**config.mk**
```make
export PLATFORM = sky130hd
export DESIGN_NAME = pad_reader
export DESIGN_NICKNAME = d
export VERILOG_FILES = /design/src/logic/pad_reader.sv
export SDC_FILE = /design/constraint.sdc
export NUM_CORES = 1
export LEC_CHECK = 0
export ABC_CLOCK_PERIOD_IN_PS = 8300
export BUFFER_PORTS_ARGS = -buffer_cell sky130_fd_sc_hd__buf_2
export CELL_PAD_IN_SITES_DETAIL_PLACEMENT = 0
export CELL_PAD_IN_SITES_GLOBAL_PLACEMENT = 1
export CORE_UTILIZATION = 35
export CTS_CLUSTER_SIZE = 25
export DETAILED_ROUTE_END_ITERATION = 8
export GPL_ROUTABILITY_DRIVEN = 0
export PLACE_DENSITY = 0.59
export SYNTH_ARGS = -nofsm -noshare
export SYNTH_HDL_FRONTEND = slang
export SYNTH_SLANG_ARGS = --single-unit
```
**constraint.sdc**
```tcl
create_clock -name sys_clk -period 8.3 [get_ports sys_clk]
set_clock_uncertainty 0.1 [all_clocks]
set_input_delay 0.83 -clock sys_clk [delete_from_list [all_inputs] [get_ports sys_clk]]
set_output_delay 0.83 -clock sys_clk [all_outputs]
set_load 0.01 [all_outputs]
```
**src/logic/pad_reader.sv**
```systemverilog
`timescale 1ns/1ps

module pad_reader #(
   parameter int pad_half_period = 600
) (
   input  logic        sys_clk,
   input  logic        arst_n,
   input  logic        serial_data,
   output logic        data_latch,
   output logic        data_clock,
   output logic [15:0] buttons,
   output logic        pad_change
);

   localparam int ph_w = (pad_half_period > 1) ? $clog2(pad_half_period) : 1;

   typedef enum logic [2:0] {st_idle, st_latch, st_gap, st_high, st_low} pad_state_t;

   pad_state_t  state;
   logic [ph_w-1:0] phase_cnt;
   logic [3:0]  bit_cnt;
   logic        phase_end;
   logic [15:0] shift_word;   // Pressed = 1 once inverted

   assign phase_end = (phase_cnt == ph_w'(pad_half_period - 1));

   ////////////////////////////////////////////////////////////
   // Scan sequencer
   ////////////////////////////////////////////////////////////
   always_ff @(posedge sys_clk or negedge arst_n) begin
      if (!arst_n) begin
         state      <= st_idle;
         phase_cnt  <= '0;
         bit_cnt    <= '0;
         data_latch <= 1'b0;
         data_clock <= 1'b0;
         buttons    <= '0;
         pad_change <= 1'b0;
      end else begin
         pad_change <= 1'b0;
         phase_cnt  <= phase_end ? '0 : phase_cnt + 1'b1;
         if (phase_end) begin
            case (state)
               st_idle: begin
                  data_latch <= 1'b1;
                  state      <= st_latch;
               end
               st_latch: begin
                  data_latch <= 1'b0;   // Pad now drives button 0
                  state      <= st_gap;
               end
               st_gap, st_low: begin
                  if (state == st_low && bit_cnt == 4'd15) begin
                     // Word complete, commit and relatch
                     buttons    <= shift_word;
                     pad_change <= (shift_word != buttons);
                     bit_cnt    <= '0;
                     data_latch <= 1'b1;
                     state      <= st_latch;
                  end else begin
                     if (state == st_low) bit_cnt <= bit_cnt + 1'b1;
                     data_clock <= 1'b1;   // Sample taken on this rise
                     state      <= st_high;
                  end
               end
               st_high: begin
                  data_clock <= 1'b0;
                  state      <= st_low;
               end
               default: state <= st_idle;
            endcase
         end
      end
   end

   // Active low bits, button 0 arrives first and ends in bit 0
   always_ff @(posedge sys_clk) begin
      if (phase_end && (state == st_gap || (state == st_low && bit_cnt != 4'd15))) begin
         shift_word <= {~serial_data, shift_word[15:1]};
      end
   end

endmodule

```
Yosys cells after proc, flatten, opt, wreduce, memory -nomap -nowiden. Index checks and enable logic that the tools add are counted.

Bits in registers: 52. Bits of input ports: 3. Output and inout port bits: 19.

Add/subtract/negate cells: 2. Equal/unequal tests: 10. Multiplexer cells: 12. Bitwise operators: 1. Reductions and logical operators: 13.

Operators with widths (number): $ne 16x16->1 (1); $pmux 3 s4 (1); $reduce_and 3->1 (4); $add 10x1->10 const B (1); $eq 10x10->1 const B (1); $mux 10 (1); $mux 4 (2); $eq 3x2->1 const B (2); $mux 1 (5); $add 4x1->4 const B (1); $eq 4x4->1 const B (1); $ne 2x2->1 const B (2); $ne 4x4->1 const B (1); $reduce_bool 2->1 (2); $eq 3x1->1 const B (1); $eq 3x3->1 const B (1); $logic_and 1x1->1 (3); $logic_not 3->1 (1); $pmux 1 s3 (1); $reduce_bool 3->1 (1); $mux 2 (1); $pmux 1 s2 (1); $reduce_or 2->1 (1); $logic_or 1x1->1 (1); $not 1->1 (1).

Logic depth before layout (Yosys ltp).
Depth in word-level cells: 5. Depth in mapped cells: 6.

Least setup slack after synthesis. No wires, ideal clock.

Kind: register -> register. From: reg phase_cnt[0]. To: reg shift_word[0], enable pin. Library setup time: 411 ps. Arrival: 2211 ps. Slack: 5579 ps. Cell stages (with the launch flop): 5. Path buffers: 0. Path through: dfrtp_1 -> ha_1 -> and4b_2 -> nand3_2 -> nor3_1.

Word-level cells in the longest chain between the ends: 2.

RTL lines: start: declaration (line 20) `logic [ph_w-1:0] phase_cnt;`; start signal: assignment (line 41) `phase_cnt <= phase_end ? '0 : phase_cnt + 1'b1;`; $eq 10x10->1 (line 25) `assign phase_end = (phase_cnt == ph_w'(pad_half_period - 1));`; $logic_and 1x1->1 (line 78) `if (phase_end && (state == st_gap || (state == st_low && bit_cnt != 4'd15))) begin`; end signal: assignment (line 79) `shift_word <= {~serial_data, shift_word[15:1]};`; end: declaration (line 23) `logic [15:0] shift_word;`.

No other way between the ends. A chain may end at the register's enable or synchronous reset.

Worst setup path after layout.
From: reg phase_cnt[0]. To: reg shift_word[4], enable pin.

Same word-level chain as after synthesis.

==> summary.md <==
| Metric | Value |
|---|---|
| Outcome | complete, no violations |
| Critical path class | reg2reg |
| Synthesized net count | 167 |
| Crit-path max FO | 17 |
| Setup bufs post-CTS | 0 |
| Async S/R FF share, synth | slightly below 70% |
| HPWL after detailed placement | 2.72 mm |
| Sequential area share after synthesis | 61.3% |
| Mapped Area | 2250 sq um |
| Post-synth cell types | 38 |
| Final Setup Violations | 0 |
| Net switching power figure | 0.0894 mW |
| Synth Instances | about 160 |
| Synth Register Bits | 52 |
| Clock Sinks | 52 |
| Area grow syn2layout | 11.8% |
| Hold WC Path Type | reg2reg |
| GRT Overall Usage | 13.1% |
| Hold-fix buffers, CTS | 0 |
| Peak VDD IR | 0.0662 mV |
| Drt pass-1 iters | 3 |
| Largest net degree at the start of global routing | 37 |
| CTS tree | done |
| Max clock buf depth | 2 |
| Max-cap violations | 0 |
| DRT iter0 DRCs | ~120 |
| Commonest non-fill, non-tap cell in the layout | dfrtp_1 |
| Syn avg cell area | 13.9 sq um |
| Average wire per cell in the routed design | 14.7 microns |
| Final period utilization | 30.2% |
| Cell Rows | 28 |
| Die Y | about 82 microns |
| Most frequent cells in the layout | dfrtp_1, buf_2, xnor2_1 |
| Leakage | 1.18 nW |
| Actual slew at the worst max-slew pin | between 1 and 1.5 ns |
| Final Hold Viols | 0 |
| Reg clk slew, reported paths | 0.09 ns |
| Share of layout cells above drive strength 1 | 23.0% |
| Yosys warns | 0 |
| Setup TNS | 0 ns |
| Nets | between 150 and 200 |
| WL final | 3.85 mm |
| Clock share of power | 35.4% |
| N_diodes | 0 |
| Fin crit period | 2.51 ns |
| Hold_ws | ~0.38 ns |
| Io pins | 22 |
| Die X-Extent | 82.2 microns |
| Grt total ovfl | 0 |
| Worst EP arrival | ~2.3 ns |
| CP Capture Type | flip-flop |
| DP Area | 2430 sq um |
| Core region area | slightly above 6000 sq um |
| RSZ-0062 raised after global routing | false |
| Residual DRC | 0 |
| DRT met1 WL | 1.91 mm |
| Starting Density | 37.2% |
| Clock Latency Late Sink | 0.31 ns |
| First-pass GRT wire length | around 6.3 mm |
| Vias | ~1300 |
| Top FF cell, synth | dfrtp_1 |
| Power Internal | approximately 0.32 mW |
| Design area | 2520 sq um |
| Final core utilization | 41.6% |
| Met2 routed WL | 1.75 mm |
| Number of filler cells placed in the layout | roughly 560 |
| Post-synth EDFFs | 16 |
| Vias in the first global route | 1274 |
| Met3 wire len | 129 microns |
| Post_cts resized | 0 |
| Highest routed layer | met4 |
| Relative max-transition margin | a little under a quarter |
| Combinational Power Share | less than 1% |
| Max-slew violations | 0 |
| Buffers on Ports | 21 |
| CTS Buf Count | 5 |
| H-tree depth | 2 |
| Required @ worst endpoint | 8.13 ns |
| Fmax achieved | 0.398 GHz |
| Root Driver | clkbuf_8 |
| Die area | 6760 sq um |
| Initial antenna violation count | 0 |
| P per Cell Area | 164 nW/um^2 |
| Switch share | 21.7% |
| Worst setup SP type | flip-flop |
| Antenna viol nets, final | 0 |
| Sequential Power Share | 63.7% |
| DR vias/cell | around 4.9 |
-- synthesized netlist by cell type, types with 2 or more instances --
cell type  count  area [sq um]
o21ai_0        2          10.0
nand2_1        6          22.5
and3_1         4          25.0
nor3_1         3          15.0
clkbuf_1       3          11.3
nand3_1        6          30.0
inv_1          3          11.3
xnor2_1       20           175
nor2b_1        3          18.8
nor2_1         8          30.0
nand4_1        4          25.0
edfxtp_1      16           480
ha_1           2          25.0
o31ai_1        2          15.0
dfrtp_1       36           901
and2_1         2          12.5
xor2_1         5          43.8
a21o_1         2          15.0
mux2_2         7          78.8
mux2_1        10           113
-- critical path, cell delays in order, from the launching register on --
cell     delay, ns
dfrtp_1       0.39
ha_1          0.21
and4b_2       0.29
nand3_2       0.18
nor3_2        0.96
-- registers in the layout, summed over array words and instances, names as in the netlist --
| name | flops |
|---|---|
| buttons | 16 |
| shift_word | 16 |
| phase_cnt | 10 |
| bit_cnt | 4 |
| state | 3 |
| data_clock | 1 |
| data_latch | 1 |
| pad_change | 1 |
-- routing by layer --
metal / vias to the layer above / GRT usage, %
met2: 16 / 19.5
li1: 620 / -
met4: 0 / 5.26
met3: 5 / 3.96
met1: 640 / 17.6
met5: - / 0
-- layout make-up --
| cell class | instances | area (sq um) | share of cell area, % |
|---|---|---|---|
| inverters | 3 | 11.3 | 0.447 |
| repair buffers | 21 | 105 | 4.17 |
| flip-flops and latches | 52 | 1380 | 54.8 |
| well taps | 75 | 93.8 | 3.73 |
| multi-input cells | 103 | 838 | 33.3 |
| clock buffers | 6 | 72.6 | 2.88 |
| clock inverters | 2 | 16.3 | 0.646 |
-- worst paths after layout --
kind	start	end	slack, ns	cells after the start
max in group asynchronous	arst_n	phase_cnt[5]$_DFF_PN0_	7.06	1
min reg2reg	phase_cnt[0]$_DFF_PN0_	phase_cnt[0]$_DFF_PN0_	0.38	1
max reg2reg	phase_cnt[0]$_DFF_PN0_	shift_word[4]$_DFFE_PP_	5.79	4
max	phase_cnt[0]$_DFF_PN0_	shift_word[4]$_DFFE_PP_	5.79	4
min	phase_cnt[0]$_DFF_PN0_	phase_cnt[0]$_DFF_PN0_	0.38	1
min in group asynchronous	arst_n	buttons[6]$_DFFE_PN0P_	0.50	1
-- power groups by stage --
stage	Sequential, mW	Clock [mW]	Combinational (mW)
CTS	0.263	0.150	0.00422
floorplan	0.268	0	0.0000761
finish	0.263	0.146	0.00389
global route	0.263	0.160	0.00465
global placement	0.268	0	0.00399
detailed placement	0.268	0	0.00426
-- per-stage QoR --
stage	setup slack (ns)	power (mW)	std cells
2_1_floorplan	5.58	0.268	162
3_3_place_gp	5.84	0.272	254
3_5_place_dp	5.77	0.272	254
4_1_cts	5.75	0.417	262
5_1_grt	5.56	0.427	262
6_report	5.79	0.413	262
-- kinds of logic after synthesis --
family | count (synthesis) | share of synthesized area, %
simple gates | 47 | 13.9
fa+ha+maj | 2 | 1.11
compound gates | 12 | 3.78
mux | 17 | 8.50
buf+inv | 7 | 1.67
flops | 52 | 61.3
xor+xnor | 25 | 9.72
Power figures use the tool's default switching activity.
