`config.mk`:
```
export PLATFORM = sky130hd
export DESIGN_NAME = io_regs
export DESIGN_NICKNAME = d
export VERILOG_FILES = /design/src/logic/console_map_pkg.sv /design/src/logic/io_regs.sv
export SDC_FILE = /design/constraint.sdc
export NUM_CORES = 1
export LEC_CHECK = 0
export ABC_CLOCK_PERIOD_IN_PS = 3770
export BUFFER_PORTS_ARGS = -buffer_cell sky130_fd_sc_hd__buf_4
export CAP_MARGIN = 20
export CORE_ASPECT_RATIO = 1.25
export CORE_MARGIN = 4
export CORE_UTILIZATION = 54
export CTS_CLUSTER_DIAMETER = 120
export DETAILED_ROUTE_END_ITERATION = 10
export GPL_TIMING_DRIVEN = 0
export PLACE_DENSITY = 0.84
export SETUP_SLACK_MARGIN = 0.1
export SYNTH_ARGS = -nofsm -noshare
export SYNTH_HDL_FRONTEND = slang
export SYNTH_SLANG_ARGS = --single-unit
export TNS_END_PERCENT = 100
```
`constraint.sdc`:
```
create_clock -name sys_clk -period 3.77 [get_ports sys_clk]
set_input_delay 0 -clock sys_clk [delete_from_list [all_inputs] [get_ports sys_clk]]
set_output_delay 0 -clock sys_clk [all_outputs]
set_load 0.005 [all_outputs]
```
`src/logic/console_map_pkg.sv`:
```
package console_map_pkg;

   // Bus geometry
   localparam int data_w     = 16;
   localparam int addr_w     = 16;
   localparam int ram_addr_w = 14;   // RAM spans 0x0000 to 0x3FFF

   ////////////////////////////////////////////////////////////
   // Peripheral addresses
   ////////////////////////////////////////////////////////////
   localparam logic [addr_w-1:0] irq_ctrl_addr = 16'h4001;
   localparam logic [addr_w-1:0] prng_addr     = 16'h4002;
   localparam logic [addr_w-1:0] timer0_addr   = 16'h4004;
   localparam logic [addr_w-1:0] timer1_addr   = 16'h4005;
   localparam logic [addr_w-1:0] sw_addr       = 16'h4020;  // Switches and buttons
   localparam logic [addr_w-1:0] led_addr      = 16'h4021;
   localparam logic [addr_w-1:0] seg_addr      = 16'h4022;
   localparam logic [addr_w-1:0] pad_addr      = 16'h4023;

   // Returned for any address nobody claims
   localparam logic [data_w-1:0] unmapped_value = 16'hDEAF;

endpackage

```
`src/logic/io_regs.sv`:
```
`timescale 1ns/1ps

module io_regs import console_map_pkg::*; #(
   parameter int tick_div = 100000
) (
   input  logic              sys_clk,
   input  logic              arst_n,
   input  logic              led_wr,
   input  logic              seg_wr,
   input  logic [data_w-1:0] wr_data,
   output logic              ms_tick,
   output logic [data_w-1:0] prng_data,
   output logic [7:0]        led,
   output logic [data_w-1:0] seg_hex
);

   localparam int cnt_w = (tick_div > 1) ? $clog2(tick_div) : 1;

   logic [cnt_w-1:0]  tick_cnt;
   logic [data_w-1:0] lfsr;
   logic              lfsr_fb;

   ////////////////////////////////////////////////////////////
   // Millisecond prescaler
   ////////////////////////////////////////////////////////////
   always_ff @(posedge sys_clk or negedge arst_n) begin
      if (!arst_n) begin
         tick_cnt <= '0;
         ms_tick  <= 1'b0;
      end else begin
         ms_tick <= (tick_cnt == cnt_w'(tick_div - 1));
         if (tick_cnt == cnt_w'(tick_div - 1)) begin
            tick_cnt <= '0;
         end else begin
            tick_cnt <= tick_cnt + 1'b1;
         end
      end
   end

   // Taps 16,14,13,11 give the full 2^16-1 sequence
   assign lfsr_fb = lfsr[15] ^ lfsr[13] ^ lfsr[12] ^ lfsr[10];

   always_ff @(posedge sys_clk or negedge arst_n) begin
      if (!arst_n) begin
         lfsr    <= 16'hACE1;   // Any nonzero seed
         led     <= '0;
         seg_hex <= '0;
      end else begin
         lfsr <= {lfsr[14:0], lfsr_fb};
         if (led_wr) led <= wr_data[7:0];   // Low byte only
         if (seg_wr) seg_hex <= wr_data;
      end
   end

   assign prng_data = lfsr;

endmodule

```
[Word-level counts from Yosys, hierarchy flattened]
Cells that the tools add are included.
W data, S select, Z words.
Word-level totals
  bits of input ports: 20
  flip-flop bits (word level): 58
  logic and storage cells: 11
  output and inout port bits: 41
Operators by class
  multiplexer cells: 1
  bitwise logic cells: 3
  equal/unequal tests: 1
  add/sub/neg operators: 1
Operator list (count)
  $add A17 B1 Y17 const B: 1
  $eq A17 B17 Y1 const B: 1
  $mux W17: 1
  $xor A1 B1 Y1: 3

[Depth between registers and ports, before layout]
  depth after elaboration: 3
  gate-level depth with buffers: 5
  mapped depth without buffers: 5

[Least setup slack after synthesis]
Ideal clock, no wire load.
  kind: register -> register
  start point: reg tick_cnt[11]
  end point: reg tick_cnt[10]
  data arrival time: 1.745 ns
  data required time: 3.632 ns
  setup slack: 1.886 ns
  period minus slack after synthesis: 1.884 ns
  library setup time: 0.138 ns
  path buffers: 0
  stages on the path, launching flop included: 5
  cell sequence: dfrtp_1 -> or4_1 -> or4_4 -> nor4_4 -> nor2_1
Between the ends
  longest elaborated chain between the ends: 2
RTL lines
  start, declared: RTL line io_regs.sv:19  | logic [cnt_w-1:0] tick_cnt;
  start signal, assigned: RTL line io_regs.sv:35  | tick_cnt <= tick_cnt + 1'b1;
  $eq A17 B17 Y1: RTL line io_regs.sv:32  | if (tick_cnt == cnt_w'(tick_div - 1)) begin
  $mux W17: RTL line io_regs.sv:32
Every way passes these cells.
A chain may end at the register's enable or synchronous reset.

[Final worst setup path]
  start point: reg tick_cnt[11]
  end point: reg tick_cnt[5]
Same word-level chain as after synthesis.

==> metrics.md <==
| Metric | Value |
|---|---|
| Placed inst area | `2640 um^2` |
| Number of global-route vias before repair | `1,564` |
| Reg2reg path depth | `4` |
| Slew margin rel. | `between 50% and 60%` |
| Total Neg Setup Slack | `0 ns` |
| Worst Skew | `approximately 0.01 ns` |
| RSZ-0062 raised after global routing | `no` |
| Multi-input logic area | `about 660 um^2` |
| Post-DRT Antenna Nets | `0` |
| Critical path fanouts, max | `10` |
| Fill cells | `231` |
| CTS Buf Count | `9` |
| Hold path cells | `2` |
| Share of cells above drive strength 1 | `a little under half` |
| Min-delay src | `seg_wr` |
| Net Count, Synth | `~170` |
| RR Endpoint | `tick_cnt[5]` |
| Fin nets | `between 200 and 300` |
| Startpoint Class | `flip-flop` |
| Mean area per synthesized cell | `between 10 and 15 um^2` |
| DIE AREA | `approximately 5000 um^2` |
| Die width | `approximately 64 um` |
| Sequential fraction of the synthesis area | `between 60% and 70%` |
| Synth warn | `0` |
| Period utilisation layout | `57.4%` |
| Core outline area | `3820 um^2` |
| Reg area | `between 1000 and 1500 um^2` |
| Status | `finished clean` |
| GRT overflow | `0` |
| Worst path cell trace | `or4_1, or4_4, nor4_4, nor2_1` |
| Clock sink count | `a little under 60` |
| CTS tree | `done` |
| Max-Cap Viols | `0` |
| Vias after detailed routing | `1,487` |
| Clk slew on worst S/H paths | `0.07 ns` |
| Hold_ws | `around 0.15 ns` |
| Std-Cell Rows | `25` |
| Initial antenna violation count | `0` |
| Root Driver | `clkbuf_8` |
| DRC violation total after the first TritonRoute iteration | `39` |
| Leak Pwr | `1.39 nW` |
| Io pins | `61` |
| Maximum clock rate | `between 0.4 and 0.5 GHz` |
| Final Slew Violations | `0` |
| Hold EP | `seg_hex[15]` |
| Router iterations before antenna repair | `5` |
| Final Cell Area | `3000 um^2` |
| Pin slew with the least headroom to its limit | `a little under 0.7 ns` |
| Crit path DAT | `2.35 ns` |
| Final core utilization | `78.5%` |
| Post-synth cell types | `22` |
| Drt total wl | `a little over 5 mm` |
| PostCTS Resize Cnt | `0` |
| Final hold vios | `0` |
| Setup violators final | `0` |
| Die H | `78.3 um` |
| Quantity of I/O buffers inserted on ports | `58` |
| Initial core utilization | `56.0%` |
| Worst hold path type | `in -> reg` |
| Clk_lat worst skew | `0.34 ns` |
| RR Startpoint | `tick_cnt[11]` |
| Max clock buf depth | `2` |
| R2r setup slk | `1.61 ns` |
| Placer Congestion | `0.775` |
| Min cycle time layout | `about 2.2 ns` |
| Layout area overhead | `40.2%` |
| Drt drc | `0` |
| Antenna Cells | `0` |
| Critical path buffer and inverter count | `0` |
| PD cells | `between 400 and 500 nW/um^2` |
| WL/cell | `17.9 um` |
| CP Capture Type | `flip-flop` |
| Most common cell after layout, fill and taps aside | `buf_4` |
| Tot GR Track Use | `22.5%` |
| Critical path's slowest cell | `or4_1` |
| Maximum VDD drop | `~0.42 mV` |
| H-tree depth | `3` |
| Cells after Synth | `~150` |
| CP top delay family | `simple AND/OR/NAND/NOR gates` |
| Pwr Total | `about 1.3 mW` |
| Commonest non-fill, non-tap cells in the layout | `buf_4, dfrtp_1, mux2_2` |
| Delay of the slowest critical-path stage | `between 0.5 and 0.6 ns` |
| Avg Vias per Cell | `5.13` |
| Critical Path RT | `roughly 4 ns` |
| Crit Path Category | `reg -> reg` |
| Post-DP HPWL | `3.12 mm` |
| Synthesized cell area | `roughly 2100 um^2` |
| Yosys reg bits | `58` |
| First-pass GRT wire length | `8.11 mm` |
| Largest net degree at the start of global routing | `59` |
==> routing by layer <==
metal  vias up  track usage (%)  share of wire, %
met5         -                0                 0
met4         0             12.3               3.5
met3        15             6.58               3.8
met2        54             40.2                56
met1       744             23.2                37
li1        674                -                 -
==> power by group <==
group	switching [mW]	total (mW)	leakage, nW	internal [mW]
Combinational	0.0466	0.123	0.586	0.0759
Clock	0.242	0.543	0.0958	0.300
Sequential	0.0167	0.666	0.712	0.649
==> sequential cells by signal, summed over array words and instances, names as in the netlist <==
| signal | flops |
|---|---|
| led | 8 |
| ms_tick | 1 |
| prng_data | 16 |
| tick_cnt | 17 |
| seg_hex | 16 |
==> stage by stage <==
| stage | worst slack [ns] | cells |
|---|---|---|
| after floorplan | 1.89 | 145 |
| after global placement | 1.71 | 257 |
| after detailed placement | 1.69 | 257 |
| after CTS | 1.64 | 290 |
| after global routing | 1.48 | 290 |
| final | 1.61 | 290 |
==> worst register-to-register path, stage by stage (launching register included) <==
cell,delay (ns)
dfrtp_1,0.45
or4_1,0.58
or4_4,0.45
nor4_4,0.42
nor2_1,0.12
==> kinds of logic (layout without fill, tap and decap cells) <==
group / count (synthesis) / after routing / share of synthesized area (%)
buffers and inverters: 5 / 96 / 0.878
flip-flops: 58 / 58 / 68.4
AND/OR/NAND/NOR: 38 / 38 / 9.95
XOR/XNOR: 17 / 17 / 6.97
adder cells (fa/ha/maj): 1 / 1 / 0.585
multiplexers: 24 / 24 / 12.6
AO/OA/AOI/OAI: 2 / 2 / 0.585
==> cells in the mapped netlist <==
library cell | instances | area [um^2]
dfrtp_1 | 50 | 1250
mux2_2 | 24 | 270
xnor2_1 | 11 | 96.3
nor2_1 | 9 | 33.8
dfstp_2 | 8 | 210
nand2_1 | 8 | 30.0
xor2_1 | 6 | 52.6
clkbuf_1 | 4 | 15.0
nand3_1 | 4 | 20.0
nand4_1 | 4 | 25.0
nor3_1 | 4 | 20.0
and4_1 | 2 | 17.5
or4_1 | 2 | 15.0
a21oi_1 | 1 | 5.00
ha_1 | 1 | 12.5
inv_1 | 1 | 3.75
nor2b_1 | 1 | 6.26
nor4_1 | 1 | 6.26
nor4_4 | 1 | 21.3
o31ai_1 | 1 | 7.51
or3_1 | 1 | 6.26
or4_4 | 1 | 11.3
==> worst max path at each step <==
stage | startpoint | endpoint | cells after the start
floorplan | tick_cnt[11] | tick_cnt[10] | 4
global placement | tick_cnt[11] | tick_cnt[16] | 4
detailed placement | tick_cnt[11] | tick_cnt[5] | 4
CTS | tick_cnt[11] | tick_cnt[5] | 4
global route | tick_cnt[11] | tick_cnt[5] | 4
finish | tick_cnt[11] | tick_cnt[5] | 4
==> final cells by class <==
type                    count  share of cell area [%]
inverters                   1                   0.125
flip-flops and latches     58                    48.8
multi-input cells          82                    21.9
clock inverters             6                    1.92
plain buffers               4                   0.501
clock buffers              10                    4.26
well taps                  54                    2.26
repair buffers             75                    20.2
==> timing repair <==
action | CTS | global route
hold buffers | 17 | 0
hold endpoints to repair | 74 | 0
buffers inserted | 0 | 0
Note: power is estimated with default switching activity, not from simulation.
