`src/logic/irq_pkg.sv`:
```
package irq_pkg;

   localparam int irq_lines = 16;
   localparam int irq_id_w  = 4;

   // Fixed ids of the hardware sources
   localparam int irq_timer0 = 0;
   localparam int irq_timer1 = 1;
   // Id 2 stays free for the video frame strobe
   localparam int irq_pad    = 3;

endpackage

```
`src/logic/interrupt_controller.sv`:
```
`timescale 1ns/1ps

module interrupt_controller import irq_pkg::*; (
   input  logic                 sys_clk,
   input  logic                 arst_n,
   input  logic [irq_lines-1:0] irq_lines_in,
   input  logic                 ack_interrupt,
   input  logic [irq_id_w-1:0]  ack_interrupt_id,
   output logic                 cpu_interrupt,
   output logic [irq_id_w-1:0]  cpu_interrupt_id
);

   logic [irq_lines-1:0] pending;
   logic [irq_lines-1:0] ack_mask;

   ////////////////////////////////////////////////////////////
   // Pending latches
   ////////////////////////////////////////////////////////////
   // One-hot of the acknowledged id
   assign ack_mask = ack_interrupt ? (irq_lines'(1) << ack_interrupt_id) : '0;

   always_ff @(posedge sys_clk or negedge arst_n) begin
      if (!arst_n) begin
         pending <= '0;
      end else begin
         // A strobe in the ack cycle keeps its bit set
         pending <= (pending & ~ack_mask) | irq_lines_in;
      end
   end

   ////////////////////////////////////////////////////////////
   // Priority select
   ////////////////////////////////////////////////////////////
   assign cpu_interrupt = |pending;

   // Walk down so the lowest pending id wins
   always_comb begin
      cpu_interrupt_id = '0;
      for (int i = irq_lines - 1; i >= 0; i--) begin
         if (pending[i]) begin
            cpu_interrupt_id = irq_id_w'(i);
         end
      end
   end

endmodule

```
`config.mk`:
```
export PLATFORM = sky130hd
export DESIGN_NAME = interrupt_controller
export DESIGN_NICKNAME = d
export VERILOG_FILES = /design/src/logic/irq_pkg.sv /design/src/logic/interrupt_controller.sv
export SDC_FILE = /design/constraint.sdc
export NUM_CORES = 1
export LEC_CHECK = 0
export BUFFER_PORTS_ARGS = -buffer_cell sky130_fd_sc_hd__buf_2
export CAP_MARGIN = 30
export CELL_PAD_IN_SITES_DETAIL_PLACEMENT = 2
export CELL_PAD_IN_SITES_GLOBAL_PLACEMENT = 2
export CORE_UTILIZATION = 25
export CTS_CLUSTER_SIZE = 12
export DETAILED_ROUTE_END_ITERATION = 10
export PLACE_DENSITY = 0.73
export SETUP_SLACK_MARGIN = 0.3
export SKIP_CTS_REPAIR_TIMING = 1
export SLEW_MARGIN = 20
export SYNTH_ARGS = -nofsm -noshare
export SYNTH_HDL_FRONTEND = slang
export SYNTH_SLANG_ARGS = --single-unit
```
`constraint.sdc`:
```
create_clock -name sys_clk -period 1.1 [get_ports sys_clk]
set_input_delay 0.165 -clock sys_clk [delete_from_list [all_inputs] [get_ports sys_clk]]
set_output_delay 0.165 -clock sys_clk [all_outputs]
set_load 0.1 [all_outputs]
```
=== Yosys cells after proc, flatten, opt, wreduce, memory -nomap -nowiden ===
Cells that the tools add are included.

* Register bits after elaboration: 16
* Output and inout bits: 5
* Word-level logic and storage cells: 23

* Shift-type cells: 1
* Multiplexer cells: 17
* Bitwise gates (word level): 3
* Reductions and logical operators: 1

{| class="wikitable"
|+ Operator list
! kind !! count
|-
| 4-bit 2-to-1 mux || 16
|-
| 16-bit bitwise AND || 1
|-
| 16-bit 2-to-1 mux || 1
|-
| 16-bit NOT || 1
|-
| 16-bit OR || 1
|-
| 16-bit OR reduction || 1
|-
| 1-bit by 4-bit << shifter with 16-bit output, first input constant || 1
|}

=== Depth between registers and ports, before layout ===
Gate-level depths: netlist of run 1.

* Word-level depth: 16
* Depth in mapped cells: 4
* Mapped depth without buffers: 4

=== Worst setup path before layout of run 1 ===
Ideal clock, no wire load.

* Kind: register -> output
* From: reg pending[7]
* To: out cpu_interrupt_id[3]
* Arrival time: 2.960 ns
* Data required time: 0.935 ns
* Slack: -2.025 ns
* Stages on the path, launching flop included: 3
* Path buffers: 0
* Cell sequence: dfrtp_1 nor4_4 nor3b_1

* Word-level cells in the longest chain between the ends: 8

{| class="wikitable"
|+ Ends and longest elaborated chain
! element !! line !! RTL
|-
| start, declared || interrupt_controller.sv:13 || <nowiki>logic [irq_lines-1:0] pending;</nowiki>
|-
| start signal, assigned || interrupt_controller.sv:27 || <nowiki>pending <= (pending & ~ack_mask) | irq_lines_in;</nowiki>
|-
| 4-bit 2-to-1 mux (8 in series) || interrupt_controller.sv:40 || <nowiki>if (pending[i]) begin</nowiki>
|-
| end, declared || interrupt_controller.sv:10 || <nowiki>output logic [irq_id_w-1:0] cpu_interrupt_id</nowiki>
|}

No other way between the ends.

=== Worst setup path after layout of run 1 ===
* From: reg pending[11]
* To: out cpu_interrupt

* Word-level cells in the longest chain between the ends: 1

{| class="wikitable"
|+ Ends and longest elaborated chain
! element !! line !! RTL
|-
| 16-bit OR reduction || interrupt_controller.sv:34 || <nowiki>assign cpu_interrupt = |pending;</nowiki>
|-
| end, declared || interrupt_controller.sv:9 || <nowiki>output logic cpu_interrupt,</nowiki>
|}

No other way between the ends.

==> results_dict.tcl, run 1 <==
set metrics [dict create \
    worstHoldPathCells 2 \
    p_leak_nw 0.559 \
    start_util_pct 26.8 \
    final_layout_size_suffix_gt1_share_pct 54.0 \
    nFillCells 332 \
    crit_family "simple AND/OR/NAND/NOR gates" \
    die_x_um 60.0 \
    endpoint_kind "output pin" \
    grt_pass1_vias 972 \
    synth_cells 88 \
    synth_area_um2 840 \
    drc 0 \
    period_needed_ns 1.81 \
    fin_area_mm2 0.00144 \
    ys_seq_elements 16 \
    hold_start "irq_lines_in[5]" \
    required_ns 0.94 \
    grtUsageTotal_pct 19.4 \
    power.total_mw 1.18 \
    area_growth_pct 71.2 \
    finalCritPeriodShare_pct 165 \
    cp_num_buf_inv 1 \
    tns_ns -3.35 \
    final_cell_mix "22 x buf_2, 15 x nand2b_1, 11 x buf_6, 11 x dfrtp_1, 9 x buf_4" \
    r2r-end "pending[11]$_DFF_PN0_" \
    largest_register_ffs 16 \
    grt_remaining_overflow 0 \
    clkSinkCount 16 \
    reg2reg_depth 4 \
    row_count 20 \
    violations "negative setup slack" \
    dpl_cell_area_mm2 0.00126 \
    rr_startpoint "pending[11]$_DFF_PN0_" \
    rrSetupSlack_ns 0.23 \
    multiInputGateArea_um2 537 \
    setup.worst_path.start_class "register" \
    diodes 0 \
    syn_area_per_cell_um2 9.54 \
    finalClockSkew_ns 0 \
    synth_warnings 0 \
    final_common_cell "buf_2" \
    die_height_um 60.0 \
    routed-via-count 890 \
    critPathMaxStageDelay_ns 0.42 \
    synth_cell_types 23 \
    cts_tree "yes" \
    fmax_mhz 552 \
    clock_path_buffers 2 \
    regArea_um2 407 \
    crit_chain "nor4_2 -> and3_1 -> nand4_1 -> buf_6" \
    wl_per_cell_um 17.1 \
    routed_wl_um 3130 \
    ioPinCount 28 \
    gp_congestion 0.796 \
    clk_pin_slew_worst_paths_ns 0.11 \
    yosys-top-cells-area "dfrtp_1 48%, nand2b_1 11%, o21ai_0 6.6%" \
    top_register "pending" \
    firstDrtPassIters 4 \
    num-nets-final 163 \
    rsz0062_at_grt "yes" \
    cts_made_buffers 3 \
    worst_pin_slew_ns 0.379 \
    cap_violations 0 \
    portBuffers 27 \
    hpwl_um 2530 \
    clockRootBuffer "clkbuf_4" \
    setup_viol 5 \
    ant_nets 0 \
    yosys.area.top_type "dfrtp_1" \
    worstPathMaxFanout 2 \
    htreeDepth 1 \
    utilization_pct 46.0 \
    grt_pass1_wl_um 4920 \
    hold_viol 0 \
    slew_headroom_pct 74.7 \
    path_class "register to output pin" \
    core_mm2 0.00313 \
    reg_top3 "pending x16" \
    slowest_stage "dfrtp_1" \
    dieArea_mm2 0.00359 \
    cp.arrival_ns 1.65 \
    yosysSeqAreaShare_pct 47.7 \
    hold_end "pending[5]$_DFF_PN0_" \
    grt_max_degree 17 \
    ir_drop_mv 0.461 \
    synth_top_cell_area_share_pct 47.7 \
    setup_slack_ns -0.712 \
    clock_latency_ns 0.29 \
    hold_ws_ns 0.0455 \
    drt_iter0_markers 24 \
    outcome "finished, violations left" \
    p_per_area_mw_per_mm2 820 \
    antenna_found_initial 0 \
    routed_via_density 4.86 \
    hold_path_class "input port to register" \
    synth.net_count 111 \
    drv_slew 0 \
]
[cells by family after synthesis]
kind of cell    Yosys count  synth area share (%)
simple gates             43                  31.3
compound gates           26                  19.7
flops                    16                  47.7
buf+inv                   3                  1.34
[stage by stage]
stage / instances / setup slack, ns
2_1_floorplan: 88 / -0.892
3_3_place_gp: 176 / -0.353
3_5_place_dp: 176 / -0.462
4_1_cts: 180 / -0.785
5_1_grt: 183 / -0.776
6_report: 183 / -0.712
[cell usage after synthesis, drive strengths merged]
library cell,number
or2b,1
o311a,1
a21oi,4
and3,1
a31oi,1
o21bai,1
nand2b,15
dfrtp,16
inv,3
nor3b,2
o21ai,11
nand3,2
nor4,2
o31ai,3
nor3,4
o22ai,1
nor2,7
nand4,1
nand3b,2
nand2,6
a21o,4
[layout make-up]
cell class | instances | share of cell area [%]
Multi-Input combinational cell | 69 | 37.3
Sequential cell | 16 | 28.3
Timing Repair Buffer | 47 | 27.2
Tap cell | 44 | 3.83
Clock buffer | 4 | 2.52
Inverter | 3 | 0.783
[metal layers]
layer | vias to the layer above | track usage, % | wire, um
met5 | - | 0 | 0
met4 | 0 | 8.31 | 71
met3 | 8 | 1.95 | 68
met1 | 444 | 23.1 | 1230
li1 | 418 | - | -
met2 | 20 | 35.1 | 1760
[worst max path at each step]
stage	start	end	slack, ns	depth (start not counted)
floorplan	pending[11]$_DFF_PN0_	cpu_interrupt	-0.89	3
global placement	pending[15]$_DFF_PN0_	cpu_interrupt_id[1]	-0.35	6
detailed placement	pending[10]$_DFF_PN0_	cpu_interrupt	-0.46	4
CTS	pending[10]$_DFF_PN0_	cpu_interrupt	-0.78	4
global route	pending[11]$_DFF_PN0_	cpu_interrupt	-0.78	4
finish	pending[11]$_DFF_PN0_	cpu_interrupt	-0.71	4
[where the power goes]
group	leakage [nW]	total (mW)	switching [mW]	internal [mW]
clock	0.0210	0.400	0.199	0.201
sequential	0.141	0.619	0.0185	0.601
combinational	0.397	0.160	0.0807	0.0791
total	0.559	1.18	0.298	0.882
No activity file was read; power rests on OpenSTA's default activity.
==> inputs of run 2 (changes only) <==
--- a/config.mk
+++ b/config.mk
@@ -5,14 +5,15 @@
 export SDC_FILE = /design/constraint.sdc
 export NUM_CORES = 1
 export LEC_CHECK = 0
+export ABC_AREA = 1
 export BUFFER_PORTS_ARGS = -buffer_cell sky130_fd_sc_hd__buf_2
 export CAP_MARGIN = 30
 export CELL_PAD_IN_SITES_DETAIL_PLACEMENT = 2
 export CELL_PAD_IN_SITES_GLOBAL_PLACEMENT = 2
-export CORE_UTILIZATION = 25
+export CORE_UTILIZATION = 24
 export CTS_CLUSTER_SIZE = 12
 export DETAILED_ROUTE_END_ITERATION = 10
-export PLACE_DENSITY = 0.73
+export PLACE_DENSITY = 0.74
 export SETUP_SLACK_MARGIN = 0.3
 export SKIP_CTS_REPAIR_TIMING = 1
 export SLEW_MARGIN = 20
==> run 2 against run 1 <==
  * The run still ends with negative setup slack left
  * Sequential share of layout area is 2.1 points lower
  * Clock power is 12% lower
  * Setup slack worse by 0.29 ns
  * Sequential power is 1% lower
  * Hold slack better by 0.0073 ns
  * Fmax is 14% lower
  * Clock-buffer cell count stayed put
  * Power is 2.2% lower
  * Clock skew stayed put
  * Synthesized area is 5.1% higher
==> results_dict.tcl, run 2 <==
set metrics [dict create \
    p_leak_nw 0.757 \
    drc 0 \
    die_x_um 62.6 \
    violations "negative setup slack" \
    p_per_area_mw_per_mm2 750 \
    yosysSeqAreaShare_pct 45.4 \
    routed-via-count 1007 \
    cts_made_buffers 3 \
    reg_top3 "pending x16" \
    clockRootBuffer "clkbuf_4" \
    finalCritPeriodShare_pct 191 \
    wl_per_cell_um 16.3 \
    worst_pin_slew_ns 0.387 \
    rsz0062_at_grt "yes" \
    finalClockSkew_ns 0 \
    period_needed_ns 2.10 \
    grt_remaining_overflow 0 \
    routed_via_density 4.60 \
    final_cells 219 \
    final_cell_mix "22 x buf_2, 18 x buf_4, 16 x nor2_1" \
    clk_pin_slew_worst_paths_ns 0.10 \
    outcome "finished, violations left" \
    dieArea_mm2 0.00392 \
    drv_slew 0 \
    num-nets-final 197 \
    area_growth_pct 74.5 \
    drt_iter0_markers 28 \
    final_layout_size_suffix_gt1_share_pct 54.3 \
    routed_wl_um 3580 \
    cts_tree "yes" \
    clock_path_buffers 2 \
    clock_latency_ns 0.30 \
    synthTopCellsByCount "19 x nand2_1, 19 x nor2_1, 16 x dfrtp_1, 14 x o21bai_1, 13 x nand3_1" \
    setup_slack_ns -1.00 \
    synthFlopType "dfrtp_1" \
    yosys.area.top_type "dfrtp_1" \
    start_util_pct 25.8 \
    gp_congestion 0.778 \
    ir_drop_mv 0.358 \
    row_count 21 \
    hold_ws_ns 0.0527 \
    cap_violations 0 \
    yosys-top-cells-area "dfrtp_1 45%, o21bai_1 12%, nand2_1 8.1%" \
    ioPinCount 28 \
    grt_max_degree 17 \
    largest_register_ffs 16 \
    setup.worst_path.start_class "register" \
    required_ns 0.94 \
    setup_viol 5 \
    path_class "register to output pin" \
    synth_cells 113 \
    clkSinkCount 16 \
    endpoint_kind "output pin" \
    firstDrtPassIters 2 \
    cp.arrival_ns 1.94 \
    dpl.cell_count 210 \
    nFillCells 387 \
    diodes 0 \
    synth_area_um2 882 \
    power.total_mw 1.15 \
    synth_top_cell_area_share_pct 45.4 \
    core_mm2 0.00342 \
    antenna_found_initial 0 \
    multiInputGateArea_um2 485 \
    ant_nets 0 \
    grt_pass1_wl_um 5550 \
    hold_viol 0 \
    ys_seq_elements 16 \
    hpwl_um 2600 \
    synth.net_count 136 \
    portBuffers 27 \
    fmax_mhz 476 \
    slew_headroom_pct 74.2 \
    synth_warnings 0 \
    grtUsageTotal_pct 18.6 \
    final_common_cell "buf_2" \
    synth_cell_types 16 \
    syn_area_per_cell_um2 7.81 \
    top_register "pending" \
    regArea_um2 403 \
    grt_pass1_vias 1120 \
    synth-edff-count 0 \
    die_height_um 62.6 \
    htreeDepth 1 \
    hold_path_class "input port to register" \
    worstPathMaxFanout 2 \
    async_flop_share_pct 100 \
]
run 2: routing by layer:
metal,wire length [um],up-vias,global-route usage (%)
met2,1970,18,35.1
met5,0,-,0
li1,-,484,-
met4,57,0,6.10
met1,1490,499,21.7
met3,66,6,1.64
run 2: worst paths after layout:
path	depth (start not counted)	startpoint	end	slack (ns)
setup / recovery	16	pending[14]$_DFF_PN0_	cpu_interrupt_id[0]	-1.00
hold / removal	3	irq_lines_in[15]	pending[15]$_DFF_PN0_	0.05
setup reg to reg	4	pending[1]$_DFF_PN0_	pending[1]$_DFF_PN0_	0.19
hold reg to reg	3	pending[15]$_DFF_PN0_	pending[15]$_DFF_PN0_	0.62
max in group asynchronous	2	arst_n	pending[9]$_DFF_PN0_	0.49
min in group asynchronous	2	arst_n	pending[3]$_DFF_PN0_	0.31
run 2: stage by stage:
| step | utilization, % | setup WS [ns] | instance area (um2) | TNS, ns |
|---|---|---|---|---|
| after floorplan | - | -0.620 | 927 | -2.58 |
| after global placement | 38.9 | -0.516 | 1330 | -2.41 |
| after detailed placement | 38.9 | -0.641 | 1330 | -2.73 |
| after CTS | 39.7 | -1.06 | 1360 | -4.50 |
| after global routing | 45.1 | -1.14 | 1540 | -5.10 |
| final | 45.1 | -1.00 | 1540 | -4.53 |
run 2: cell families after synthesis:
| family | Yosys count | share of synthesized area (%) |
|---|---|---|
| AOI/OAI and AO/OA | 19 | 15.2 |
| buffers and inverters | 21 | 12.1 |
| DFF | 16 | 45.4 |
| and+or+nand+nor | 57 | 27.4 |
run 2: cell type report:
type,instances,share of cell area (%)
Multi-Input combinational cell,76,31.5
Inverter,21,6.42
Clock buffer,4,1.71
Sequential cell,16,26.2
Timing Repair Buffer,56,30.4
Tap cell,46,3.74
run 2: power breakdown:
part / switching (mW) / internal (mW) / total [mW]
logic: 0.102 / 0.0873 / 0.189
clock network: 0.213 / 0.141 / 0.354
registers: 0.00966 / 0.600 / 0.610
run 2: critical path: stages, from the launching register on:
cell and delay [ns]:
dfrtp_1 0.40, inv_2 0.06, nand2_1 0.05, nand2_1 0.08
nand2_1 0.07, nand2_1 0.07, nand2_1 0.05, nand2_1 0.07
nand2_1 0.05, nand2_1 0.05, nand2_1 0.06, nand2_1 0.07
nand2_2 0.06, nand2_2 0.07, nand2_2 0.06, a21oi_4 0.17
buf_12 0.19
