`src/logic/interval_timer.sv`:
```
`timescale 1ns/1ps

module interval_timer (
   input  logic        sys_clk,
   input  logic        arst_n,
   input  logic        ms_tick,
   input  logic        wr_en,
   input  logic [15:0] wr_data,
   output logic        done
);

   logic [15:0] count;   // Milliseconds left

   always_ff @(posedge sys_clk or negedge arst_n) begin
      if (!arst_n) begin
         count <= '0;
         done  <= 1'b0;
      end else begin
         done <= 1'b0;
         if (wr_en) begin
            // Reload, zero parks the timer
            count <= wr_data;
         end else if (ms_tick && (count != '0)) begin
            count <= count - 16'd1;
            done  <= (count == 16'd1);   // Fires on the step into zero
         end
      end
   end

endmodule

```
`config.mk`:
```
export PLATFORM = sky130hd
export DESIGN_NAME = interval_timer
export DESIGN_NICKNAME = d
export VERILOG_FILES = /design/src/logic/interval_timer.sv
export SDC_FILE = /design/constraint.sdc
export NUM_CORES = 1
export LEC_CHECK = 0
export BUFFER_PORTS_ARGS = -buffer_cell sky130_fd_sc_hd__buf_2
export CORE_MARGIN = 10
export CORE_UTILIZATION = 50
export DETAILED_ROUTE_END_ITERATION = 6
export PLACE_DENSITY = 0.72
export SYNTH_ARGS = -nofsm -noshare
export SYNTH_HDL_FRONTEND = slang
export SYNTH_SLANG_ARGS = --single-unit
```
`constraint.sdc`:
```
create_clock -name sys_clk -period 2.43 [get_ports sys_clk]
set_input_delay 0.243 -clock sys_clk [delete_from_list [all_inputs] [get_ports sys_clk]]
set_output_delay 0.243 -clock sys_clk [all_outputs]
set_load 0.02 [all_outputs]
```
# After elaboration in Yosys (flattened, before gate mapping)
# Index checks and enable logic that the tools add are counted.
[totals] mem_count=0 ram_bits=0 wordCells=11 rom_bits=0 in_bits=20 ff_bits=17 output_inout_bits=1 latch_bits=0
[classes] n_eq_ne=1 order_cmp=0 mul=0 n_div=0 mux=4 n_addsub=1 reduce_logical=3 bitwise_logic=0 shifts=0
[op_table] op="$mux 16" count=2
[op_table] op="$eq 16x1->1 const B" count=1
[op_table] op="$reduce_bool 16->1" count=1
[op_table] op="$sub 16x1->16 const B" count=1
[op_table] op="$mux 1" count=2
[op_table] op="$reduce_bool 2->1" count=1
[op_table] op="$logic_and 1x1->1" count=1

# Longest topological paths before layout
# Gate-level depths: netlist of the first run.
[logic_depth] depth_word=4 ltp_mapped=6 depth_no_buf=6

# Worst setup path before layout of the first run
# OpenSTA, ideal clock, no wires.
[synth_timing] path_type="reg2reg" start="register count[0]" end="register count[7]" synth_period_minus_slack_ns=1.826 arrival_ns=1.706 stages_incl_launch_ff=7 path_slack_ns=0.604 setup_time_ns=0.120 n_path_buf=0 required_time_ns=2.310 cell_sequence="dfrtp_1 > inv_1 > ha_1 > nor3b_1 > nand2_1 > or2_2 > a31o_2"
[synth_via] elab_chain_cells=3 elab_cells_between_ends=6 classes_between="1 x add/sub; 2 x mux; 3 x reduce/logical"
[synth_lines] item="start: declaration" line="12" text="logic [15:0] count;"
[synth_lines] item="start signal: assignment" line="22" text="count <= wr_data;"
[synth_lines] item="start signal: assignment" line="24" text="count <= count - 16'd1;"
[synth_lines] item="$sub 16x1->16 / $reduce_bool 16->1 (equally long branches)" line="24, 23"
[synth_lines] item="$mux 16 / $logic_and 1x1->1 (equally long branches)" line="23" text="end else if (ms_tick && (count != '0)) begin"
[synth_lines] item="$mux 16 / $reduce_bool 2->1 (equally long branches)"
# Several ways; a longest one is shown, not always the timed one. The select of a mux whose other input is x is not followed.
# A chain may end at the register's enable or synchronous reset.

# Worst setup path in the final report of the first run
# Same ends and word-level chain as after synthesis.

==> results.sh, run 1 <==
export IMPL_insertion_delay_ns=0.30
export IMPL_grt_pass1_wl_mm=4.95
export IMPL_htreeDepth=1
export IMPL_status="complete, no violations"
export IMPL_synth_cells=134
export IMPL_fill_cells=207
export IMPL_hold_viol=0
export IMPL_hold_worst_slack_ns=0.143
export IMPL_max_cap_violations=0
export IMPL_final_common_cell="buf_2"
export IMPL_initial_utilization=0.519
export IMPL_crit_end="count[7]"
export IMPL_multi_input_area_um2=648
export IMPL_yosysSeqAreaShare=0.374
export IMPL_vias=1094
export IMPL_area_delta_synth_final_pct=13.1
export IMPL_r2r_end="count[7]"
export IMPL_clock_sinks=17
export IMPL_tightest_slew_ns=0.550
export IMPL_seq_area_um2=425
export IMPL_setup_viol=0
export IMPL_critPathKind="flip-flop to flip-flop"
export IMPL_vias_per_cell=6.01
export IMPL_setup_worst_path_end_class="flip-flop"
export IMPL_grt_util_all_layers=0.138
export IMPL_dp_cells=177
export IMPL_crit_path_start_kind="flip-flop"
export IMPL_worstPathArrival_ns=2.32
export IMPL_n_antenna_cell=0
export IMPL_synth_area_um2=1140
export IMPL_synth_distinct_cells=42
export IMPL_crit_required_ns=2.63
export IMPL_cp_startpoint="count[0]"
export IMPL_fin_area_um2=1290
export IMPL_final_cell_mix="buf_2 (20), nand2_1 (17), dfrtp_1 (17), nor2_1 (12), nand3_1 (9)"
export IMPL_fp_dieArea_um2=4580
export IMPL_cts_resized_gates=0
export IMPL_vdd_ir_drop_max_uv=297
export IMPL_overflow=0
export IMPL_critical_path_cell_chain="inv_1 > ha_1 > nor3b_1 > nand2_1 > or2_2 > a31o_2"
export IMPL_max_stage_delay_ns=0.42
export IMPL_reg2reg_slack_ns=0.31
export IMPL_timing_setup_tns_ns=0
export IMPL_die_w_um=67.7
export IMPL_timing_fmax_mhz=472
export IMPL_clockBufferDepth=2
export IMPL_stdcell_count=182
export IMPL_io_buffers=20
export IMPL_grt_max_degree=34
export IMPL_hold_class="input port to flip-flop"
export IMPL_nNetsFinal=177
export IMPL_drt_pass1_iter_count=5
export IMPL_ys_ff_latch=17
export IMPL_placed_area_um2=1250
export IMPL_power_leakage_nw=0.546
export IMPL_drv_slew=0
export IMPL_grt_setup_unrepaired="false"
export IMPL_syn_area_per_cell_um2=8.49
export IMPL_cp_slowest_cell="nor3b_1"
export IMPL_drtAntennaViolNets=0
export IMPL_drt_iter0_drc=111
export IMPL_fin_worst_skew_ns=0.00765
export IMPL_drive_gt1_frac=0.195
export IMPL_drc_errors=0
export IMPL_cts_root_buffer_cell="clkbuf_4"
export IMPL_grt_pass1_vias=1069
export IMPL_drt_total_wl_mm=2.93
export IMPL_clkTransAtPathRegs_ns=0.10
export IMPL_yosys_warnings=0
export IMPL_synth_fp_nets=156
export IMPL_cts_buffers=3
export IMPL_post_route_period_util=0.872
export IMPL_cts_tree="yes"
export IMPL_ios=21
export IMPL_place_gp_congestion=0.858
export IMPL_hpwl_mm=2.06
export IMPL_r2r_cells=6
export IMPL_period_minus_slack_ns=2.12
export IMPL_antenna_found_initial=0
export IMPL_crit_fanout=9
export IMPL_power_density_nw_per_um2=503
export IMPL_slew_headroom=0.633
export IMPL_core_um2=2190
export IMPL_chipHeight_um=67.7
export IMPL_final_core_util=0.587
export IMPL_rr_startpoint="count[0]"
export IMPL_fp_row_count=17
export IMPL_avgRoutedWirePerCell_um=16.1
[worst min-delay path by stage]
stage | start | to | depth (start not counted)
2_1_floorplan | arst_n | count[0] | 0
4_1_cts | wr_data[4] | count[4] | 3
6_report | wr_data[4] | count[4] | 3
5_1_grt | wr_data[14] | count[14] | 3
3_5_place_dp | arst_n | count[1] | 1
3_3_place_gp | arst_n | done | 1
[worst max-delay path, delay by kind of cell (launching register included)]
family,cells,cell delay (ns)
AO/OA/AOI/OAI,1,0.20
buffers and inverters,1,0.12
adder cells (fa/ha/maj),1,0.23
AND/OR/NAND/NOR,3,1.06
flip-flops,1,0.41
[power by group]
group	total, W	internal [W]	switching (W)
clock	0.000157	0.0000640	0.0000927
combinational	0.000137	0.0000631	0.0000740
sequential	0.000353	0.000310	0.0000428
[cells in the mapped netlist, drive strengths merged]
cell,instances,area [µm²]
o2111ai,3,26.3
o41a,1,11.3
a2bb2oi,3,26.3
nor3b,1,7.51
or4,3,22.5
a31o,3,26.3
nor2,12,45.0
o211a,1,10.0
o41ai,1,8.76
clkbuf,4,15.0
dfrtp,17,425
o311ai,3,26.3
nor2b,1,6.26
o31a,1,8.76
nand3,9,45.0
nor4,3,33.8
a211o,1,8.76
o211ai,2,15.0
or4b,1,13.8
a311o,1,10.0
nand4,6,37.5
buf,3,22.5
or3,2,12.5
inv,7,26.3
nand4b,1,8.76
o31ai,1,7.51
nor3,6,30.0
o22ai,1,6.26
and2,1,6.26
or4bb,1,11.3
nand2,17,63.8
a21oi,5,25.0
ha,2,25.0
o21ai,6,30.0
mux2i,2,20.0
or2,2,12.5
[per-layer routing]
| layer | share of wire | global-route usage |
|---|---|---|
| met1 | 0.44 | 0.166 |
| met2 | 0.47 | 0.225 |
| met5 | 0 | 0 |
| met3 | 0.071 | 0.0331 |
| met4 | 0.022 | 0.0641 |
[timing repair]
item / CTS / global route
hold buffers: 1 / 0
setup endpoints to repair: 0 / 0
buffers inserted: 0 / 0
endpoints found under the hold margin: 17 / 0
[kinds of logic (layout without fill, tap and decap cells)]
family,count (synthesis),in the layout,synth area share
fa+ha+maj,2,2,0.0220
simple gates,66,66,0.314
mux,2,2,0.0176
compound gates,33,33,0.217
buf+inv,14,34,0.0561
flops,17,17,0.374
[sequential cells by signal, indices dropped and copies added, names as in the netlist]
signal  flops
count      16
done        1
[through the flow]
stage / total power [W] / setup slack (ns)
floorplan: 0.000443 / 0.604
global route: 0.000686 / 0.135
CTS: 0.000648 / 0.336
detailed placement: 0.000492 / 0.358
global placement: 0.000486 / 0.462
finish: 0.000647 / 0.310
[cell type report]
| type | instances | area share |
|---|---|---|
| flip-flops and latches | 17 | 0.331 |
| well taps | 28 | 0.0272 |
| repair buffers | 23 | 0.0973 |
| multi-input cells | 103 | 0.504 |
| clock buffers | 4 | 0.0204 |
| inverters | 7 | 0.0204 |
No activity file was read; power rests on OpenSTA's default activity.
==> run 2, diff against run 1 <==
--- a/config.mk
+++ b/config.mk
@@ -6,7 +6,6 @@
 export NUM_CORES = 1
 export LEC_CHECK = 0
 export BUFFER_PORTS_ARGS = -buffer_cell sky130_fd_sc_hd__buf_2
-export CORE_MARGIN = 10
 export CORE_UTILIZATION = 50
 export DETAILED_ROUTE_END_ITERATION = 6
 export PLACE_DENSITY = 0.72
==> results.sh, run 2 (same netlist as run 1, synthesis figures left out) <==
export IMPL_chipHeight_um=49.7
export IMPL_grt_pass1_vias=1020
export IMPL_top_layer_used="met4"
export IMPL_slew_headroom=0.707
export IMPL_antenna_found_initial=0
export IMPL_drv_slew=0
export IMPL_power_w=0.000650
export IMPL_clock_sinks=17
export IMPL_routed_wl_met3_um=136
export IMPL_wl_met2_mm=1.19
export IMPL_seqPwrFrac=0.540
export IMPL_max_cap_violations=0
export IMPL_power_switching_w=0.000212
export IMPL_cts_root_buffer_cell="clkbuf_4"
export IMPL_grt_max_degree=33
export IMPL_hold_class="input port to flip-flop"
export IMPL_min_from="wr_data[13]"
export IMPL_area_delta_synth_final_pct=15.1
export IMPL_pre_cts_ws_ns=0.360
export IMPL_power_leakage_nw=0.565
export IMPL_grt_pass1_wl_mm=4.65
export IMPL_nNetsFinal=180
export IMPL_ios=21
export IMPL_drt_total_wl_mm=2.64
export IMPL_switching_share=0.326
export IMPL_cts_buffers=3
export IMPL_drive_gt1_frac=0.217
export IMPL_vias=1106
export IMPL_hpwl_mm=1.88
export IMPL_crit_path_start_kind="flip-flop"
export IMPL_crit_fanout=9
export IMPL_avgRoutedWirePerCell_um=14.4
export IMPL_regMostFlops="count"
export IMPL_timing_fmax_mhz=476
export IMPL_core_um2=2040
export IMPL_period_minus_slack_ns=2.10
export IMPL_drc_errors=0
export IMPL_largest_reg_flops=16
export IMPL_clkPwrFrac=0.244
export IMPL_rr_startpoint="count[0]"
export IMPL_power_density_nw_per_um2=497
export IMPL_post_route_period_util=0.865
export IMPL_initial_utilization=0.557
export IMPL_hold_buffers=1
export IMPL_critPathKind="flip-flop to flip-flop"
export IMPL_n_antenna_cell=0
export IMPL_reg_top3="count (16), done (1)"
export IMPL_intPower_w=0.000438
export IMPL_crit_required_ns=2.63
export IMPL_die_w_um=49.7
export IMPL_vdd_ir_drop_max_uv=269
export IMPL_grt_setup_unrepaired="false"
export IMPL_fp_row_count=16
export IMPL_drt_pass1_iter_count=6
export IMPL_cts_resized_gates=0
export IMPL_insertion_delay_ns=0.30
export IMPL_fp_dieArea_um2=2470
export IMPL_setup_ws_ns=0.327
export IMPL_hold_viol=0
export IMPL_setup_viol=0
export IMPL_overflow=0
export IMPL_grt_util_all_layers=0.247
export IMPL_drt_iter0_drc=47
export IMPL_htreeDepth=1
export IMPL_setup_worst_path_end_class="flip-flop"
export IMPL_status="complete, no violations"
export IMPL_vias_per_cell=6.01
export IMPL_worstPathArrival_ns=2.31
export IMPL_combPwrFrac=0.215
export IMPL_final_common_cell="buf_2"
export IMPL_clockBufferDepth=2
export IMPL_wl_met1_mm=1.28
export IMPL_clkTransAtPathRegs_ns=0.11
export IMPL_cts_tree="yes"
export IMPL_post_cts_repair_setup_buffers=0
export IMPL_tightest_slew_ns=0.439
export IMPL_place_gp_congestion=0.893
export IMPL_drtAntennaViolNets=0
export IMPL_io_buffers=20
export IMPL_fin_worst_skew_ns=0.00873
export IMPL_cp_startpoint="count[0]"
export IMPL_timing_setup_tns_ns=0
export IMPL_final_cell_mix="buf_2 (20), nand2_1 (17), dfrtp_1 (17), nor2_1 (12), nand3_1 (9)"
-- run 2: cell types whose count changed in the layout (fill, tap and decap cells not counted) --
cell	delta
clkbuf_1	-1
clkinv_2	+1
buf_4	+3
-- run 2: per-layer routing --
metal	vias up	track usage
li1	553	-
met2	41	0.381
met5	-	0
met1	508	0.357
met4	0	0.0857
met3	4	0.0278
-- run 2: layout make-up --
| type | instances | area [µm²] |
|---|---|---|
| fill | 187 | 733 |
| multi-input combinational | 103 | 648 |
| sequential | 17 | 425 |
| timing repair buffer | 26 | 148 |
| tap | 27 | 33.8 |
| inverter | 7 | 26.3 |
| clock buffer | 3 | 22.5 |
| clock inverter | 1 | 5.00 |
-- run 2: stage by stage --
stage	utilization	hold slack, ns	instance area (µm²)	std cells
after global placement	0.623	0.190	1270	179
final	0.641	0.142	1310	184
after global routing	0.641	0.152	1310	184
after floorplan	-	-0.0526	1140	134
after CTS	0.641	0.133	1310	184
after detailed placement	0.623	0.196	1270	179
-- run 2: critical path: stages (launching register included) --
cell	delay, ns
dfrtp_1	0.42
inv_1	0.12
ha_1	0.21
nor3b_1	0.40
nand2_1	0.30
or2_2	0.36
a31o_2	0.21
-- run 2: path summary, 6_finish.rpt --
path	depth (start not counted)	to	slack [ns]
worst max-delay path	6	count[7]	0.33
worst min register to register	2	count[15]	0.57
worst max register to register	6	count[7]	0.33
max in group asynchronous	2	count[2]	1.75
worst min-delay path	3	count[13]	0.14
min in group asynchronous	2	count[15]	0.39
-- run 2: power by group through the flow --
stage               combinational (W)  sequential (W)  clock, W
floorplan                   0.0000958        0.000347         0
global placement             0.000134        0.000354         0
detailed placement           0.000138        0.000356         0
CTS                          0.000140        0.000350  0.000165
global route                 0.000161        0.000358  0.000171
finish                       0.000140        0.000351  0.000159
==> run 3, diff against run 2 <==
--- a/config.mk
+++ b/config.mk
@@ -6,6 +6,7 @@
 export NUM_CORES = 1
 export LEC_CHECK = 0
 export BUFFER_PORTS_ARGS = -buffer_cell sky130_fd_sc_hd__buf_2
+export CORE_ASPECT_RATIO = 1.5
 export CORE_UTILIZATION = 50
 export DETAILED_ROUTE_END_ITERATION = 6
 export PLACE_DENSITY = 0.72
==> results.sh, run 3 (same netlist as run 1, synthesis figures left out) <==
export IMPL_status="complete, no violations"
export IMPL_vias=1129
export IMPL_nNetsFinal=179
export IMPL_multi_input_area_um2=648
export IMPL_path_delay_family="simple AND/OR/NAND/NOR gates"
export IMPL_crit_fanout=9
export IMPL_cts_tree="yes"
export IMPL_final_common_cell="buf_2"
export IMPL_cts_root_buffer_cell="clkbuf_4"
export IMPL_power_w=0.000650
export IMPL_crit_path_start_kind="flip-flop"
export IMPL_clock_sinks=17
export IMPL_cts_resized_gates=0
export IMPL_drv_slew=0
export IMPL_placed_area_um2=1260
export IMPL_drt_total_wl_mm=2.73
export IMPL_regMostFlops="count"
export IMPL_grt_setup_unrepaired="false"
export IMPL_n_antenna_cell=0
export IMPL_area_delta_synth_final_pct=13.9
export IMPL_fp_dieArea_um2=2470
export IMPL_drc_errors=0
export IMPL_clkTransAtPathRegs_ns=0.11
export IMPL_fill_cells=200
export IMPL_crit_required_ns=2.63
export IMPL_fin_area_um2=1290
export IMPL_timing_setup_tns_ns=0
export IMPL_core_um2=2080
export IMPL_cp_slowest_cell="nor3b_1"
export IMPL_grt_util_all_layers=0.276
export IMPL_path_buf_inv=1
export IMPL_drive_gt1_frac=0.212
export IMPL_hold_class="input port to flip-flop"
export IMPL_vdd_ir_drop_max_uv=340
export IMPL_grt_pass1_wl_mm=4.72
export IMPL_critical_path_cell_chain="inv_1 > ha_1 > nor3b_1 > nand2_1 > or2_2 > a31o_2"
export IMPL_chipHeight_um=60.4
export IMPL_grt_pass1_vias=1061
export IMPL_drt_iter0_drc=33
export IMPL_hold_viol=0
export IMPL_grt_max_degree=21
export IMPL_cts_buffers=3
export IMPL_die_w_um=40.9
export IMPL_period_minus_slack_ns=2.15
export IMPL_critPathKind="flip-flop to flip-flop"
export IMPL_worstPathArrival_ns=2.35
export IMPL_avgRoutedWirePerCell_um=15.3
export IMPL_timing_fmax_mhz=465
export IMPL_place_gp_congestion=0.888
export IMPL_ios=21
export IMPL_io_buffers=20
export IMPL_hpwl_mm=1.96
export IMPL_fin_worst_skew_ns=0.00531
export IMPL_largest_reg_flops=16
export IMPL_post_route_period_util=0.885
export IMPL_overflow=0
export IMPL_fp_row_count=20
export IMPL_drt_pass1_iter_count=4
export IMPL_vias_per_cell=6.34
export IMPL_power_density_nw_per_um2=502
export IMPL_setup_worst_path_end_class="flip-flop"
export IMPL_max_stage_delay_ns=0.43
export IMPL_initial_utilization=0.548
export IMPL_drtAntennaViolNets=0
export IMPL_antenna_found_initial=0
export IMPL_htreeDepth=1
export IMPL_setup_viol=0
export IMPL_max_cap_violations=0
export IMPL_clockBufferDepth=2
export IMPL_final_cell_mix="buf_2 (20), nand2_1 (17), dfrtp_1 (17), nor2_1 (12), nand3_1 (9)"
export IMPL_insertion_delay_ns=0.30
export IMPL_seq_area_um2=425
export IMPL_power_leakage_nw=0.560
export IMPL_tightest_slew_ns=0.517
export IMPL_slew_headroom=0.654
export IMPL_reg_top3="count (16), done (1)"
[run 3: stage by stage]
step / hold WS (ns) / cells / util / worst slack, ns
after global routing: 0.152 / 178 / 0.623 / 0.199
final: 0.139 / 178 / 0.623 / 0.280
after floorplan: -0.0526 / 134 / - / 0.604
after CTS: 0.133 / 178 / 0.623 / 0.305
after detailed placement: 0.192 / 173 / 0.605 / 0.345
after global placement: 0.186 / 173 / 0.605 / 0.433
[run 3: what timing repair did]
action	in CTS	in global routing
hold buffers	1	0
endpoints found under the setup margin	0	0
buffers inserted	0	0
endpoints found under the hold margin	17	0
[run 3: worst paths after layout]
path	to	start	depth (start not counted)	slack, ns
setup / recovery	count[7]	count[0]	6	0.28
hold / removal	count[13]	wr_data[13]	3	0.14
setup reg to reg	count[7]	count[0]	6	0.28
hold reg to reg	done	count[3]	1	0.58
max in group asynchronous	count[1]	arst_n	2	1.76
min in group asynchronous	count[13]	arst_n	2	0.39
[run 3: tightest hold or removal path: cells and delay by family]
family	cells	cell delay, ns
and+or+nand+nor	2	0.09
buffers and inverters	1	0.08
[run 3: power breakdown]
part	switching, W	total, W	leakage [nW]	internal, W
Combinational	0.0000733	0.000139	0.339	0.0000660
Clock	0.0000975	0.000159	0.0177	0.0000614
Sequential	0.0000413	0.000352	0.204	0.000310
[run 3: per-layer routing]
| layer | part of all wire | vias up | global-route usage |
|---|---|---|---|
| li1 | - | 552 | - |
| met1 | 0.44 | 537 | 0.352 |
| met2 | 0.50 | 34 | 0.449 |
| met3 | 0.040 | 6 | 0.0476 |
| met4 | 0.018 | 0 | 0.105 |
| met5 | 0 | - | 0 |
[run 3: final cells by class]
cell class / count / share of cell area
Sequential cell: 17 / 0.329
Clock buffer: 3 / 0.0174
Inverter: 7 / 0.0203
Timing Repair Buffer: 25 / 0.108
Clock inverter: 1 / 0.00386
Tap cell: 22 / 0.0213
Multi-Input combinational cell: 103 / 0.500
